$ cat config.mk
export PLATFORM = sky130hd
export DESIGN_NAME = fetch_1
export DESIGN_NICKNAME = d
export VERILOG_FILES = /design/src/verilog/fetch_pkg.sv /design/src/verilog/tlb_pkg.sv /design/src/verilog/fip_select.sv /design/src/verilog/itlb.sv /design/src/verilog/icache_bank.sv /design/src/verilog/fetch_1.sv
export SDC_FILE = /design/constraint.sdc
export NUM_CORES = 2
export LEC_CHECK = 0
export BUFFER_PORTS_ARGS = -buffer_cell sky130_fd_sc_hd__buf_4
export CORE_MARGIN = 3
export CORE_UTILIZATION = 53
export DETAILED_ROUTE_END_ITERATION = 8
export GPL_ROUTABILITY_DRIVEN = 0
export GPL_TIMING_DRIVEN = 0
export PLACE_DENSITY = 0.76
export SYNTH_ARGS = -nofsm -noshare
export SYNTH_HDL_FRONTEND = slang
export SYNTH_HIERARCHICAL = 1
export SYNTH_SLANG_ARGS = --single-unit
export TNS_END_PERCENT = 100
$ cat constraint.sdc
create_clock -name clk -period 11.5 [get_ports clk]
set_input_delay 1.15 -clock clk [delete_from_list [all_inputs] [get_ports clk]]
set_output_delay 1.15 -clock clk [all_outputs]
set_load 0.05 [all_outputs]
$ cat src/verilog/fetch_pkg.sv
package fetch_pkg;

    //////////////////////////////////////////////////
    // fetch addressing
    //////////////////////////////////////////////////
    localparam int VA_W     = 32;  // virtual byte address
    localparam int FIP_W    = 28;  // 16-byte line address, va >> 4
    localparam int FIP_STEP = 2;   // one bank covers every other line

    //////////////////////////////////////////////////
    // cache geometry
    //////////////////////////////////////////////////
    localparam int LINE_W   = 128; // one 16-byte line
    localparam int PLINE_W  = 11;  // {pfn[2:0], fip[7:0]}
    localparam int INDEX_W  = 3;   // physical line bits 3..1
    localparam int SETS     = 8;
    localparam int TAG_W    = 7;   // physical line bits 10..4

endpackage

$ cat src/verilog/tlb_pkg.sv
package tlb_pkg;

    //////////////////////////////////////////////////
    // instruction tlb
    //////////////////////////////////////////////////
    localparam int TLB_ENTRIES = 8;   // fully associative

    // virtual page number is fip[27:8], so 4k pages
    localparam int VPN_W       = 20;
    localparam int PFN_W       = 20;

    // only the low frame bits reach the cache
    localparam int PFN_USED_W  = 3;

endpackage

$ cat src/verilog/fip_select.sv
`timescale 1ns/1ps

module fip_select
    import fetch_pkg::*;
#(
    parameter bit ODD_BANK = 1'b0  // 0 even bank, 1 odd bank
) (
    input  logic             clk,
    input  logic             arst_n_i,

    input  logic [VA_W-1:0]  init_addr_i,
    input  logic             is_init_i,
    input  logic             is_resteer_i,
    input  logic             is_br_taken_i,
    input  logic [FIP_W-1:0] wb_fip_i,     // resteer target from writeback
    input  logic [FIP_W-1:0] bp_fip_i,     // branch predictor target

    input  logic             ld_i,         // latch was loaded, advance
    output logic [FIP_W-1:0] fip_o
);

    logic [FIP_W-1:0] init_line;
    logic [FIP_W-1:0] init_fip;
    logic [FIP_W-1:0] fip_q;   // sequential fip
    logic             sel_init;
    logic             sel_wb;
    logic             sel_bp;

    //////////////////////////////////////////////////
    // init split between the two banks
    //////////////////////////////////////////////////
    assign init_line = init_addr_i[VA_W-1 -: FIP_W];

    // keep the line if it already belongs to this bank, else take the next one
    assign init_fip = (init_line[0] == ODD_BANK) ? init_line : init_line + FIP_W'(1);

    //////////////////////////////////////////////////
    // control flow priority
    //////////////////////////////////////////////////
    assign sel_init = is_init_i;
    assign sel_wb   = ~is_init_i & is_resteer_i;
    assign sel_bp   = ~is_init_i & ~is_resteer_i & is_br_taken_i;

    always_comb begin
        if (sel_init) begin
            fip_o = init_fip;
        end else if (sel_wb) begin
            fip_o = wb_fip_i;
        end else if (sel_bp) begin
            fip_o = bp_fip_i;
        end else begin
            fip_o = fip_q;  // no control flow this cycle
        end
    end

    //////////////////////////////////////////////////
    // sequential fip register
    //////////////////////////////////////////////////
    // next line of this bank is two lines ahead
    always_ff @(posedge clk or negedge arst_n_i) begin
        if (!arst_n_i) begin
            fip_q <= '0;
        end else if (ld_i) begin
            fip_q <= fip_o + FIP_W'(FIP_STEP);
        end
    end

endmodule

$ cat src/verilog/itlb.sv
`timescale 1ns/1ps

module itlb
    import fetch_pkg::*, tlb_pkg::*;
(
    input  logic [FIP_W-1:0]             fip_i,

    // tlb contents, entry i in slice i
    input  logic [TLB_ENTRIES*VPN_W-1:0] vpn_i,
    input  logic [TLB_ENTRIES*PFN_W-1:0] pfn_i,
    input  logic [TLB_ENTRIES-1:0]       valid_i,
    input  logic [TLB_ENTRIES-1:0]       present_i,
    input  logic [TLB_ENTRIES-1:0]       pcd_i,     // page cache disabled

    output logic [PFN_USED_W-1:0]        pfn_low_o,
    output logic                         hit_o,
    output logic                         tlb_miss_o,
    output logic                         prot_exc_o
);

    logic [VPN_W-1:0]       vpn;
    logic [TLB_ENTRIES-1:0] match;
    logic                   sel_pcd;

    assign vpn = fip_i[FIP_W-1 -: VPN_W];  // fip[27:8]

    //////////////////////////////////////////////////
    // compare against every entry
    //////////////////////////////////////////////////
    always_comb begin
        for (int i = 0; i < TLB_ENTRIES; i++) begin
            match[i] = valid_i[i] & present_i[i] & (vpn_i[i*VPN_W +: VPN_W] == vpn);
        end
    end

    // walk down so the lowest matching entry is the last one written
    always_comb begin
        pfn_low_o = '0;
        sel_pcd   = 1'b0;
        for (int i = TLB_ENTRIES - 1; i >= 0; i--) begin
            if (match[i]) begin
                pfn_low_o = pfn_i[i*PFN_W +: PFN_USED_W];
                sel_pcd   = pcd_i[i];
            end
        end
    end

    //////////////////////////////////////////////////
    // flags
    //////////////////////////////////////////////////
    assign hit_o      = |match;
    assign tlb_miss_o = ~hit_o;

    // fetch never writes, only pcd pages fault
    assign prot_exc_o = hit_o & sel_pcd;

endmodule

$ cat src/verilog/icache_bank.sv
`timescale 1ns/1ps

module icache_bank
    import fetch_pkg::*, tlb_pkg::*;
(
    input  logic                  clk,
    input  logic                  arst_n_i,

    // lookup
    input  logic [FIP_W-1:0]      fip_i,
    input  logic [PFN_USED_W-1:0] pfn_low_i,
    input  logic                  hit_i,       // tlb hit
    input  logic                  prot_exc_i,

    // line fill
    input  logic                  fill_valid_i,
    input  logic [LINE_W-1:0]     fill_data_i,

    output logic [LINE_W-1:0]     line_o,
    output logic                  miss_o,
    output logic                  write_o,     // line being written, output not valid
    output logic                  fill_req_o,
    output logic [PLINE_W-1:0]    fill_paddr_o
);

    logic [PLINE_W-1:0] paddr;
    logic [INDEX_W-1:0] index;
    logic [TAG_W-1:0]   tag;
    logic               lookup_hit;
    logic               lookup_miss;
    logic               start_fill;
    logic               fill_done;

    logic [INDEX_W-1:0] fill_index;
    logic [TAG_W-1:0]   fill_tag;

    // set array
    logic [SETS-1:0]    valid_q;
    logic [TAG_W-1:0]   tag_q  [SETS];
    logic [LINE_W-1:0]  data_q [SETS];

    // pending miss
    logic               fill_req_q;
    logic [PLINE_W-1:0] fill_paddr_q;
    logic               write_q;

    //////////////////////////////////////////////////
    // physical line address and lookup
    //////////////////////////////////////////////////
    assign paddr = {pfn_low_i, fip_i[PLINE_W-PFN_USED_W-1:0]};
    assign index = paddr[INDEX_W:1];            // bit 0 picks the bank
    assign tag   = paddr[PLINE_W-1 -: TAG_W];

    assign lookup_hit  = valid_q[index] & (tag_q[index] == tag);
    assign lookup_miss = hit_i & ~prot_exc_i & ~lookup_hit;

    assign line_o = data_q[index];
    assign miss_o = lookup_miss | write_q;

    //////////////////////////////////////////////////
    // single outstanding miss
    //////////////////////////////////////////////////
    // the write cycle still belongs to the last fill, so no new request then
    assign start_fill = lookup_miss & ~fill_req_q & ~write_q;
    assign fill_done  = fill_req_q & fill_valid_i;  // pulse without a request is dropped

    assign fill_index = fill_paddr_q[INDEX_W:1];
    assign fill_tag   = fill_paddr_q[PLINE_W-1 -: TAG_W];

    always_ff @(posedge clk or negedge arst_n_i) begin
        if (!arst_n_i) begin
            fill_req_q <= 1'b0;
            write_q    <= 1'b0;
        end else begin
            write_q <= fill_done;   // high for one cycle after the fill edge
            if (fill_done) begin
                fill_req_q <= 1'b0;
            end else if (start_fill) begin
                fill_req_q <= 1'b1;
            end
        end
    end

    // address held until the fill arrives
    always_ff @(posedge clk) begin
        if (start_fill) begin
            fill_paddr_q <= paddr;
        end
    end

    //////////////////////////////////////////////////
    // line fill into the array
    //////////////////////////////////////////////////
    always_ff @(posedge clk or negedge arst_n_i) begin
        if (!arst_n_i) begin
            valid_q <= '0;
        end else if (fill_done) begin
            valid_q[fill_index] <= 1'b1;
        end
    end

    always_ff @(posedge clk) begin
        if (fill_done) begin
            tag_q[fill_index]  <= fill_tag;
            data_q[fill_index] <= fill_data_i;
        end
    end

    assign write_o      = write_q;
    assign fill_req_o   = fill_req_q;
    assign fill_paddr_o = fill_paddr_q;

endmodule

$ cat src/verilog/fetch_1.sv
`timescale 1ns/1ps

module fetch_1
    import fetch_pkg::*, tlb_pkg::*;
(
    input  logic                         clk,
    input  logic                         arst_n_i,

    // control flow
    input  logic [VA_W-1:0]              init_addr_i,
    input  logic                         is_init_i,
    input  logic [FIP_W-1:0]             wb_fip_even_i,
    input  logic [FIP_W-1:0]             wb_fip_odd_i,
    input  logic                         is_resteer_i,
    input  logic [FIP_W-1:0]             bp_fip_even_i,
    input  logic [FIP_W-1:0]             bp_fip_odd_i,
    input  logic                         is_br_taken_i,

    input  logic                         even_ld_i,   // even latch was loaded
    input  logic                         odd_ld_i,

    // tlb contents, shared by both banks
    input  logic [TLB_ENTRIES*VPN_W-1:0] tlb_vpn_i,
    input  logic [TLB_ENTRIES*PFN_W-1:0] tlb_pfn_i,
    input  logic [TLB_ENTRIES-1:0]       tlb_valid_i,
    input  logic [TLB_ENTRIES-1:0]       tlb_present_i,
    input  logic [TLB_ENTRIES-1:0]       tlb_pcd_i,

    // line fills
    input  logic                         fill_valid_even_i,
    input  logic [LINE_W-1:0]            fill_data_even_i,
    input  logic                         fill_valid_odd_i,
    input  logic [LINE_W-1:0]            fill_data_odd_i,

    output logic [LINE_W-1:0]            line_even_o,
    output logic [LINE_W-1:0]            line_odd_o,
    output logic                         miss_even_o,
    output logic                         miss_odd_o,
    output logic                         write_even_o,
    output logic                         write_odd_o,
    output logic [1:0]                   fip_even_lsb_o,
    output logic [1:0]                   fip_odd_lsb_o,
    output logic                         tlb_miss_even_o,
    output logic                         tlb_miss_odd_o,
    output logic                         prot_exc_even_o,
    output logic                         prot_exc_odd_o,
    output logic                         fill_req_even_o,
    output logic                         fill_req_odd_o,
    output logic [PLINE_W-1:0]           fill_paddr_even_o,
    output logic [PLINE_W-1:0]           fill_paddr_odd_o
);

    logic [FIP_W-1:0]      fip_even;
    logic [FIP_W-1:0]      fip_odd;
    logic [PFN_USED_W-1:0] pfn_low_even;
    logic [PFN_USED_W-1:0] pfn_low_odd;
    logic                  tlb_hit_even;
    logic                  tlb_hit_odd;

    //////////////////////////////////////////////////
    // even bank
    //////////////////////////////////////////////////
    fip_select #(.ODD_BANK(1'b0)) fip_sel_even (
        .clk           (clk),
        .arst_n_i      (arst_n_i),
        .init_addr_i   (init_addr_i),
        .is_init_i     (is_init_i),
        .is_resteer_i  (is_resteer_i),
        .is_br_taken_i (is_br_taken_i),
        .wb_fip_i      (wb_fip_even_i),
        .bp_fip_i      (bp_fip_even_i),
        .ld_i          (even_ld_i),
        .fip_o         (fip_even)
    );

    itlb itlb_even (
        .fip_i      (fip_even),
        .vpn_i      (tlb_vpn_i),
        .pfn_i      (tlb_pfn_i),
        .valid_i    (tlb_valid_i),
        .present_i  (tlb_present_i),
        .pcd_i      (tlb_pcd_i),
        .pfn_low_o  (pfn_low_even),
        .hit_o      (tlb_hit_even),
        .tlb_miss_o (tlb_miss_even_o),
        .prot_exc_o (prot_exc_even_o)
    );

    icache_bank bank_even (
        .clk          (clk),
        .arst_n_i     (arst_n_i),
        .fip_i        (fip_even),
        .pfn_low_i    (pfn_low_even),
        .hit_i        (tlb_hit_even),
        .prot_exc_i   (prot_exc_even_o),
        .fill_valid_i (fill_valid_even_i),
        .fill_data_i  (fill_data_even_i),
        .line_o       (line_even_o),
        .miss_o       (miss_even_o),
        .write_o      (write_even_o),
        .fill_req_o   (fill_req_even_o),
        .fill_paddr_o (fill_paddr_even_o)
    );

    //////////////////////////////////////////////////
    // odd bank
    //////////////////////////////////////////////////
    fip_select #(.ODD_BANK(1'b1)) fip_sel_odd (
        .clk           (clk),
        .arst_n_i      (arst_n_i),
        .init_addr_i   (init_addr_i),
        .is_init_i     (is_init_i),
        .is_resteer_i  (is_resteer_i),
        .is_br_taken_i (is_br_taken_i),
        .wb_fip_i      (wb_fip_odd_i),
        .bp_fip_i      (bp_fip_odd_i),
        .ld_i          (odd_ld_i),
        .fip_o         (fip_odd)
    );

    itlb itlb_odd (
        .fip_i      (fip_odd),
        .vpn_i      (tlb_vpn_i),
        .pfn_i      (tlb_pfn_i),
        .valid_i    (tlb_valid_i),
        .present_i  (tlb_present_i),
        .pcd_i      (tlb_pcd_i),
        .pfn_low_o  (pfn_low_odd),
        .hit_o      (tlb_hit_odd),
        .tlb_miss_o (tlb_miss_odd_o),
        .prot_exc_o (prot_exc_odd_o)
    );

    icache_bank bank_odd (
        .clk          (clk),
        .arst_n_i     (arst_n_i),
        .fip_i        (fip_odd),
        .pfn_low_i    (pfn_low_odd),
        .hit_i        (tlb_hit_odd),
        .prot_exc_i   (prot_exc_odd_o),
        .fill_valid_i (fill_valid_odd_i),
        .fill_data_i  (fill_data_odd_i),
        .line_o       (line_odd_o),
        .miss_o       (miss_odd_o),
        .write_o      (write_odd_o),
        .fill_req_o   (fill_req_odd_o),
        .fill_paddr_o (fill_paddr_odd_o)
    );

    // low line bits for the decode side
    assign fip_even_lsb_o = fip_even[5:4];
    assign fip_odd_lsb_o  = fip_odd[5:4];

endmodule

### Word-level counts from Yosys, hierarchy flattened

Memories as Yosys holds them, arrays and structs flattened.
Index checks and enable logic that the tools add are counted.

* flip-flop bits (word level): 98
* bits in writable memories: 2160
* output and inout bits: 292
* logic and storage cells: 160
* memories: 4

* add/sub/neg operators: 3
* magnitude comparators: 6
* eq/ne operators: 18
* multiplexer cells: 56
* bitwise gates (word level): 57
* reductions and logical operators: 6

Memories
* bank_even.data_q: words 8, width 128, rd ports 1, clocked after Yosys merged registers in 0, wr ports 1, RTL line icache_bank.sv:40 `logic [LINE_W-1:0] data_q [SETS];`
* bank_odd.data_q: words 8, width 128, rd ports 1, clocked after Yosys merged registers in 0, wr ports 1, RTL line icache_bank.sv:40
* bank_even.tag_q: words 8, width 7, rd ports 1, clocked after Yosys merged registers in 0, wr ports 1, RTL line icache_bank.sv:39 `logic [TAG_W-1:0] tag_q [SETS];`
* bank_odd.tag_q: words 8, width 7, rd ports 1, clocked after Yosys merged registers in 0, wr ports 1, RTL line icache_bank.sv:39

Operator list (count)
* 20-bit equality test: 16
* 28-bit two-way mux: 8
* 28-bit by 2-bit adder with 28-bit output (second input constant): 2
* 3-bit two-way mux: 16
* 1-bit AND: 41
* 28-bit by 1-bit adder with 28-bit output (second input constant): 1
* 1-bit two-way mux: 28
* 3-bit by 4-bit < comparator with 1-bit output (second input constant): 4
* 8-bit bitwise OR: 2
* 8-bit OR reduction: 2
* 7-bit equality test: 2
* 1-bit inverter: 12
* 1-bit binary-select mux with 3-bit select: 2
* 1-bit demux with 3-bit select: 2
* 3-bit by 1-bit >= comparator with 1-bit output (second input constant): 2
* 2-bit nonzero test: 2
* 1-bit logical AND: 2
* 1-bit bitwise OR: 2

### Longest topological paths before layout

* word-level depth: 24
* depth in mapped cells: 22

### Cells and area by module

Netlist, hierarchy kept.

Modules (own cells, without submodules)
* icache_bank at bank_even: times used 1, cells each 1639, area each 41713.8 sq um
* icache_bank at bank_odd: times used 1, cells each 1638, area each 41345.9 sq um
* itlb: times used 2, cells each 304, area each 2347.3 sq um
* fip_select at fip_sel_even: times used 1, cells each 408, area each 3146.8 sq um
* fip_select at fip_sel_odd: times used 1, cells each 332, area each 2778.9 sq um

### Worst setup path before layout

OpenSTA, ideal clock, no wires.

* path type: input to register
* start: input fill_valid_even_i
* end: register bank_even.valid_q[2]
* library setup time: 123 ps
* arrival time: 11424 ps
* required time: 11377 ps
* path slack: -47 ps
* stages: 4
* path buffers: 0
* cell sequence: and2_1 > nand2_1 > nor3_1 > or2_2

* word-level cells in the longest chain between the ends: 1

Ends and longest elaborated chain
* from (decl): RTL line fetch_1.sv:30 `input logic fill_valid_even_i,`
* 1-bit AND: RTL line icache_bank.sv:65 `assign fill_done = fill_req_q & fill_valid_i;`
* to (signal assigned): RTL line icache_bank.sv:96 `valid_q <= '0;`
* to (signal, indexed assignment): RTL line icache_bank.sv:98 `valid_q[fill_index] <= 1'b1;`
* to (decl): RTL line icache_bank.sv:38 `logic [SETS-1:0] valid_q;`

Every way passes these cells.
A chain may end at the register's enable or synchronous reset.

### Worst setup path in the final report

* start: input is_resteer_i
* end: output miss_even_o

* word-level cells in the longest chain between the ends: 21
* elaborated cells on any way between the ends: 51
* those cells by class: eq/ne: 9; mux: 21; bitwise: 19; reduce/logical: 1; memory: 1

Ends and longest elaborated chain
* from (decl): RTL line fetch_1.sv:14 `input logic is_resteer_i,`
* 1-bit inverter: RTL line fip_select.sv:42 `assign sel_bp = ~is_init_i & ~is_resteer_i & is_br_taken_i;`
* 1-bit AND (2 in a row): RTL line fip_select.sv:42
* 28-bit two-way mux: RTL line fip_select.sv:49 `end else if (sel_bp) begin`
* 28-bit two-way mux (*): RTL line fip_select.sv:47 `end else if (sel_wb) begin`
* 28-bit two-way mux (*): RTL line fip_select.sv:45 `if (sel_init) begin`
* net fip_even[26]: RTL line fetch_1.sv:53 `logic [FIP_W-1:0] fip_even;`
* 20-bit equality test: RTL line itlb.sv:32 `match[i] = valid_i[i] & present_i[i] & (vpn_i[i*VPN_W +: VPN_W] == vpn);`
* 1-bit AND: RTL line itlb.sv:32
* 3-bit two-way mux (7 in a row): RTL line itlb.sv:41 `if (match[i]) begin`
* 3-bit two-way mux (*): RTL line itlb.sv:41
* net pfn_low_even[1]: RTL line fetch_1.sv:55 `logic [PFN_USED_W-1:0] pfn_low_even;`
* 7-bit equality test (*): RTL line icache_bank.sv:54 `assign lookup_hit = valid_q[index] & (tag_q[index] == tag);`
* 1-bit AND (*): RTL line icache_bank.sv:54
* 1-bit inverter (*): RTL line icache_bank.sv:55 `assign lookup_miss = hit_i & ~prot_exc_i & ~lookup_hit;`
* 1-bit AND (*): RTL line icache_bank.sv:55
* 1-bit bitwise OR (*): RTL line icache_bank.sv:58 `assign miss_o = lookup_miss | write_q;`
* to (decl): RTL line fetch_1.sv:37 `output logic miss_even_o,`

The timed path passes the listed nets; every way through them passes the cells marked *. The select of a mux whose other input is x is not followed.

==> results.sh <==
export IMPL_synth_commonest_cells="2182 x edfxtp_1, 471 x mux4_2, 288 x mux2_2, 264 x xor2_1, 98 x xnor2_1"
export IMPL_synth_async_reset_ratio_pct=3.37
export IMPL_violations="max-capacitance violations, max-slew violations"
export IMPL_hold_class="reg -> reg"
export IMPL_yosysMostFrequentCell="edfxtp_1"
export IMPL_hold_viol_final=0
export IMPL_syn_area_sq_um=93700
export IMPL_fin_area_sq_um=113000
export IMPL_h_tree_depth=4
export IMPL_rows=153
export IMPL_max_freq_ghz=0.109
export IMPL_synth_compound_gate_area_share_pct=1.96
export IMPL_drc=0
export IMPL_dieArea_sq_um=182000
export IMPL_clk_pin_slew_ns=0.06
export IMPL_layout_nets=6619
export IMPL_power_density_nw_per_um2=165
export IMPL_grtUsageTotal_pct=30.6
export IMPL_cp_end_kind="output pin"
export IMPL_synthAdderAreaFrac_pct=0.0401
export IMPL_dr_total_vias=52716
export IMPL_dieWidth_microns=426
export IMPL_synth_seq_cells=2258
export IMPL_clockRootBuffer="clkbuf_16"
export IMPL_core_sq_um=175000
export IMPL_die_height_microns=426
export IMPL_cts_resized=0
export IMPL_min_period_ns=9.18
export IMPL_overflow=0
export IMPL_tightest_slew_ns=1.52
export IMPL_fin_skew_ns=0.0592
export IMPL_cts_max_path_buffers=3
export IMPL_grt_pass1_vias=52741
export IMPL_avgSynthCellArea_sq_um=20.3
export IMPL_initial_core_util_pct=53.6
export IMPL_syn_inst=4625
export IMPL_drv_cap=1
export IMPL_rsz0062_at_grt="no"
export IMPL_dpl_cell_area_sq_um=106000
export IMPL_first_pass_iters=6
export IMPL_critical_path_max_fanout=10
export IMPL_crit_type="in -> out"
export IMPL_peakVddDrop_mv=0.148
export IMPL_synth_distinct_cells=96
export IMPL_leakage_nw=38.8
export IMPL_dp_hpwl_microns=198000
export IMPL_grt_pass1_wl_microns=391000
export IMPL_synth_mux_area_fraction_pct=17.4
export IMPL_period_share_pct=79.8
export IMPL_ys_seq_area_share_pct=72.0
export IMPL_clock_latency_ns=0.86
export IMPL_placed_cells=7970
export IMPL_slew_violations=3
export IMPL_critPathSlowestCell="nor4_2"
export IMPL_yosysWarnings=6
export IMPL_yosys_area_top_type_share_pct=69.9
export IMPL_cts_tree="yes"
export IMPL_port_buffers=901
export IMPL_io_pins=1045
export IMPL_required_ns=10.35
export IMPL_grt_start_max_net_pins=77
export IMPL_antenna_left=0
export IMPL_worstPathCellList="buf_4 > clkbuf_1 > buf_1 > clkbuf_1 > buf_1 > nor2_1 > a211oi_1 > a21oi_1 > buf_2 > xor2_1 > nor4_2 > nand4_1 > nor4_4 > or2_2 > o21ba_2 > o32ai_1 > xor2_1 > nand4_1 > o311ai_2 > nand2b_1 > buf_4"
export IMPL_synth_top_family_by_area="multiplexers"
export IMPL_status="finished, violations left"
export IMPL_crit_arrival_ns=8.03
export IMPL_slew_headroom_pct=-1.62
export IMPL_synth_xor_area_share_pct=3.42
export IMPL_yosys_area_share_simple_pct=3.28
export IMPL_setup_viol_count_final=0
export IMPL_routed_via_density=6.23
export IMPL_synth_edff_count=2182
export IMPL_synth_ff_type="edfxtp_1"
export IMPL_syn_to_final_growth_pct=21.0
export IMPL_cts_setup_buffers=0
export IMPL_antenna_found_initial=144
export IMPL_numCtsBuffers=216
export IMPL_yosys_area_top_type="edfxtp_1"
export IMPL_fillers=11492
export IMPL_finalWirelength_microns=279000
export IMPL_drtIter0Drc=6504
export IMPL_start_kind="input pin"
export IMPL_cts_sinks=2258
export IMPL_fin_cells=8468
export IMPL_synthesis_nets=5381
export IMPL_drive_gt1_share_pct=38.1
export IMPL_hold_buffers=0
export IMPL_post_drt_wl_per_cell_microns=33.0
export IMPL_synth_area_top_cells="edfxtp_1 70%, mux4_2 11%, mux2_2 3.5%"
export IMPL_critPathMaxStageDelay_ns=0.85
-- cells in the final DEF, fill, tap and decap left out, drive strengths merged, types with 6 or more instances in the layout --
master	count
or3	14
a22oi	15
nor4	74
mux4	532
mux2i	80
nor2	83
or2	26
a221oi	6
o21ai	33
a211o	6
a21oi	61
dfrtp	76
a222oi	8
o211ai	13
xor2	266
nand3b	6
and3	19
buf	1166
diode	102
nor2b	21
mux2	288
nand2	86
and2	10
edfxtp	2182
a31oi	20
nor3b	8
clkinvlp	7
a211oi	21
nand4	60
clkinv	97
xnor2	98
nor3	57
nand3	39
a221o	7
clkbuf	365
o31ai	13
nand2b	24
bufinv	18
or4	6
inv	61
-- final timing paths --
check                                      start                  endpoint  slack (ns)  cells after the start
max in group asynchronous               arst_n_i      bank_even/valid_q[5]       10.17                      1
max                                 is_resteer_i               miss_even_o        2.32                     21
min in group asynchronous               arst_n_i     fip_sel_odd/fip_q[17]        0.49                      1
min reg2reg                 bank_even/valid_q[7]      bank_even/valid_q[7]        0.46                      1
min                         bank_even/valid_q[7]      bank_even/valid_q[7]        0.46                      1
max reg2reg                fip_sel_odd/fip_q[19]  bank_odd/fill_paddr_o[0]        5.08                     14
-- stage by stage --
step	TNS, ns	setup WS, ns	util (%)	total power [W]	hold slack [ns]
finish	0	2.32	64.9	0.0188	0.461
global route	0	2.18	64.8	0.0193	0.467
CTS	0	2.39	64.7	0.0188	0.414
detailed placement	0	2.42	60.7	0.0119	0.453
global placement	-4242.94	-2.64	59.1	0.0118	0.445
floorplan	0	3.71	-	0.0109	0.430
-- state kept, by name, summed over array words and instances (netlist names) --
name,cells
bank_even/fill_paddr_o,11
bank_even/write_o,1
bank_odd/data_q,1024
fip_sel_even/fip_q,28
fip_sel_odd/fip_q,28
bank_odd/fill_paddr_o,11
bank_even/tag_q,56
bank_odd/write_o,1
bank_even/valid_q,8
bank_odd/fill_req_o,1
bank_even/fill_req_o,1
bank_even/data_q,1024
bank_odd/tag_q,56
bank_odd/valid_q,8
-- layer usage --
metal	global-route usage, %	share of wire [%]	routed length, microns	up-vias
met1	39.2	35	98400	27138
met4	17.3	6.2	17300	60
met3	11.2	13	34900	712
met2	45.5	46	128000	3156
li1	-	-	-	21650
met5	0	0.19	536	-
-- worst max-delay path: cells and delay by family --
| kind | cells | cell delay [ns] |
|---|---|---|
| buffers and inverters | 7 | 2.34 |
| AND/OR/NAND/NOR | 7 | 2.39 |
| XOR/XNOR | 2 | 0.46 |
| AO/OA/AOI/OAI | 5 | 1.66 |
-- power by group --
part | switching, W | internal, W
logic | 0.00165 | 0.00105
registers | 0.0000173 | 0.00903
clock network | 0.00308 | 0.00394
-- logic make-up (layout without fill, tap and decap cells) --
logic type	Yosys count	after routing
DFF	2258	2258
muxes	900	900
and+or+nand+nor	547	547
xor gates and xnor gates	364	364
buffers and inverters	299	1715
AOI/OAI and AO/OA	254	254
adders and majority gates	3	3
other	0	102
-- final cells by class --
| cell class | instances | area, sq um | area share [%] |
|---|---|---|---|
| Sequential cell | 2258 | 67400 | 59.5 |
| Tap cell | 2325 | 2910 | 2.57 |
| Clock buffer | 269 | 5720 | 5.04 |
| Buffer | 243 | 1640 | 1.45 |
| Clock inverter | 127 | 1270 | 1.12 |
| Multi-Input combinational cell | 2068 | 24600 | 21.7 |
| Inverter | 56 | 210 | 0.185 |
| Timing Repair Buffer | 1020 | 9410 | 8.30 |
| Antenna cell | 102 | 255 | 0.225 |
Note: power is estimated with default switching activity, not from simulation.
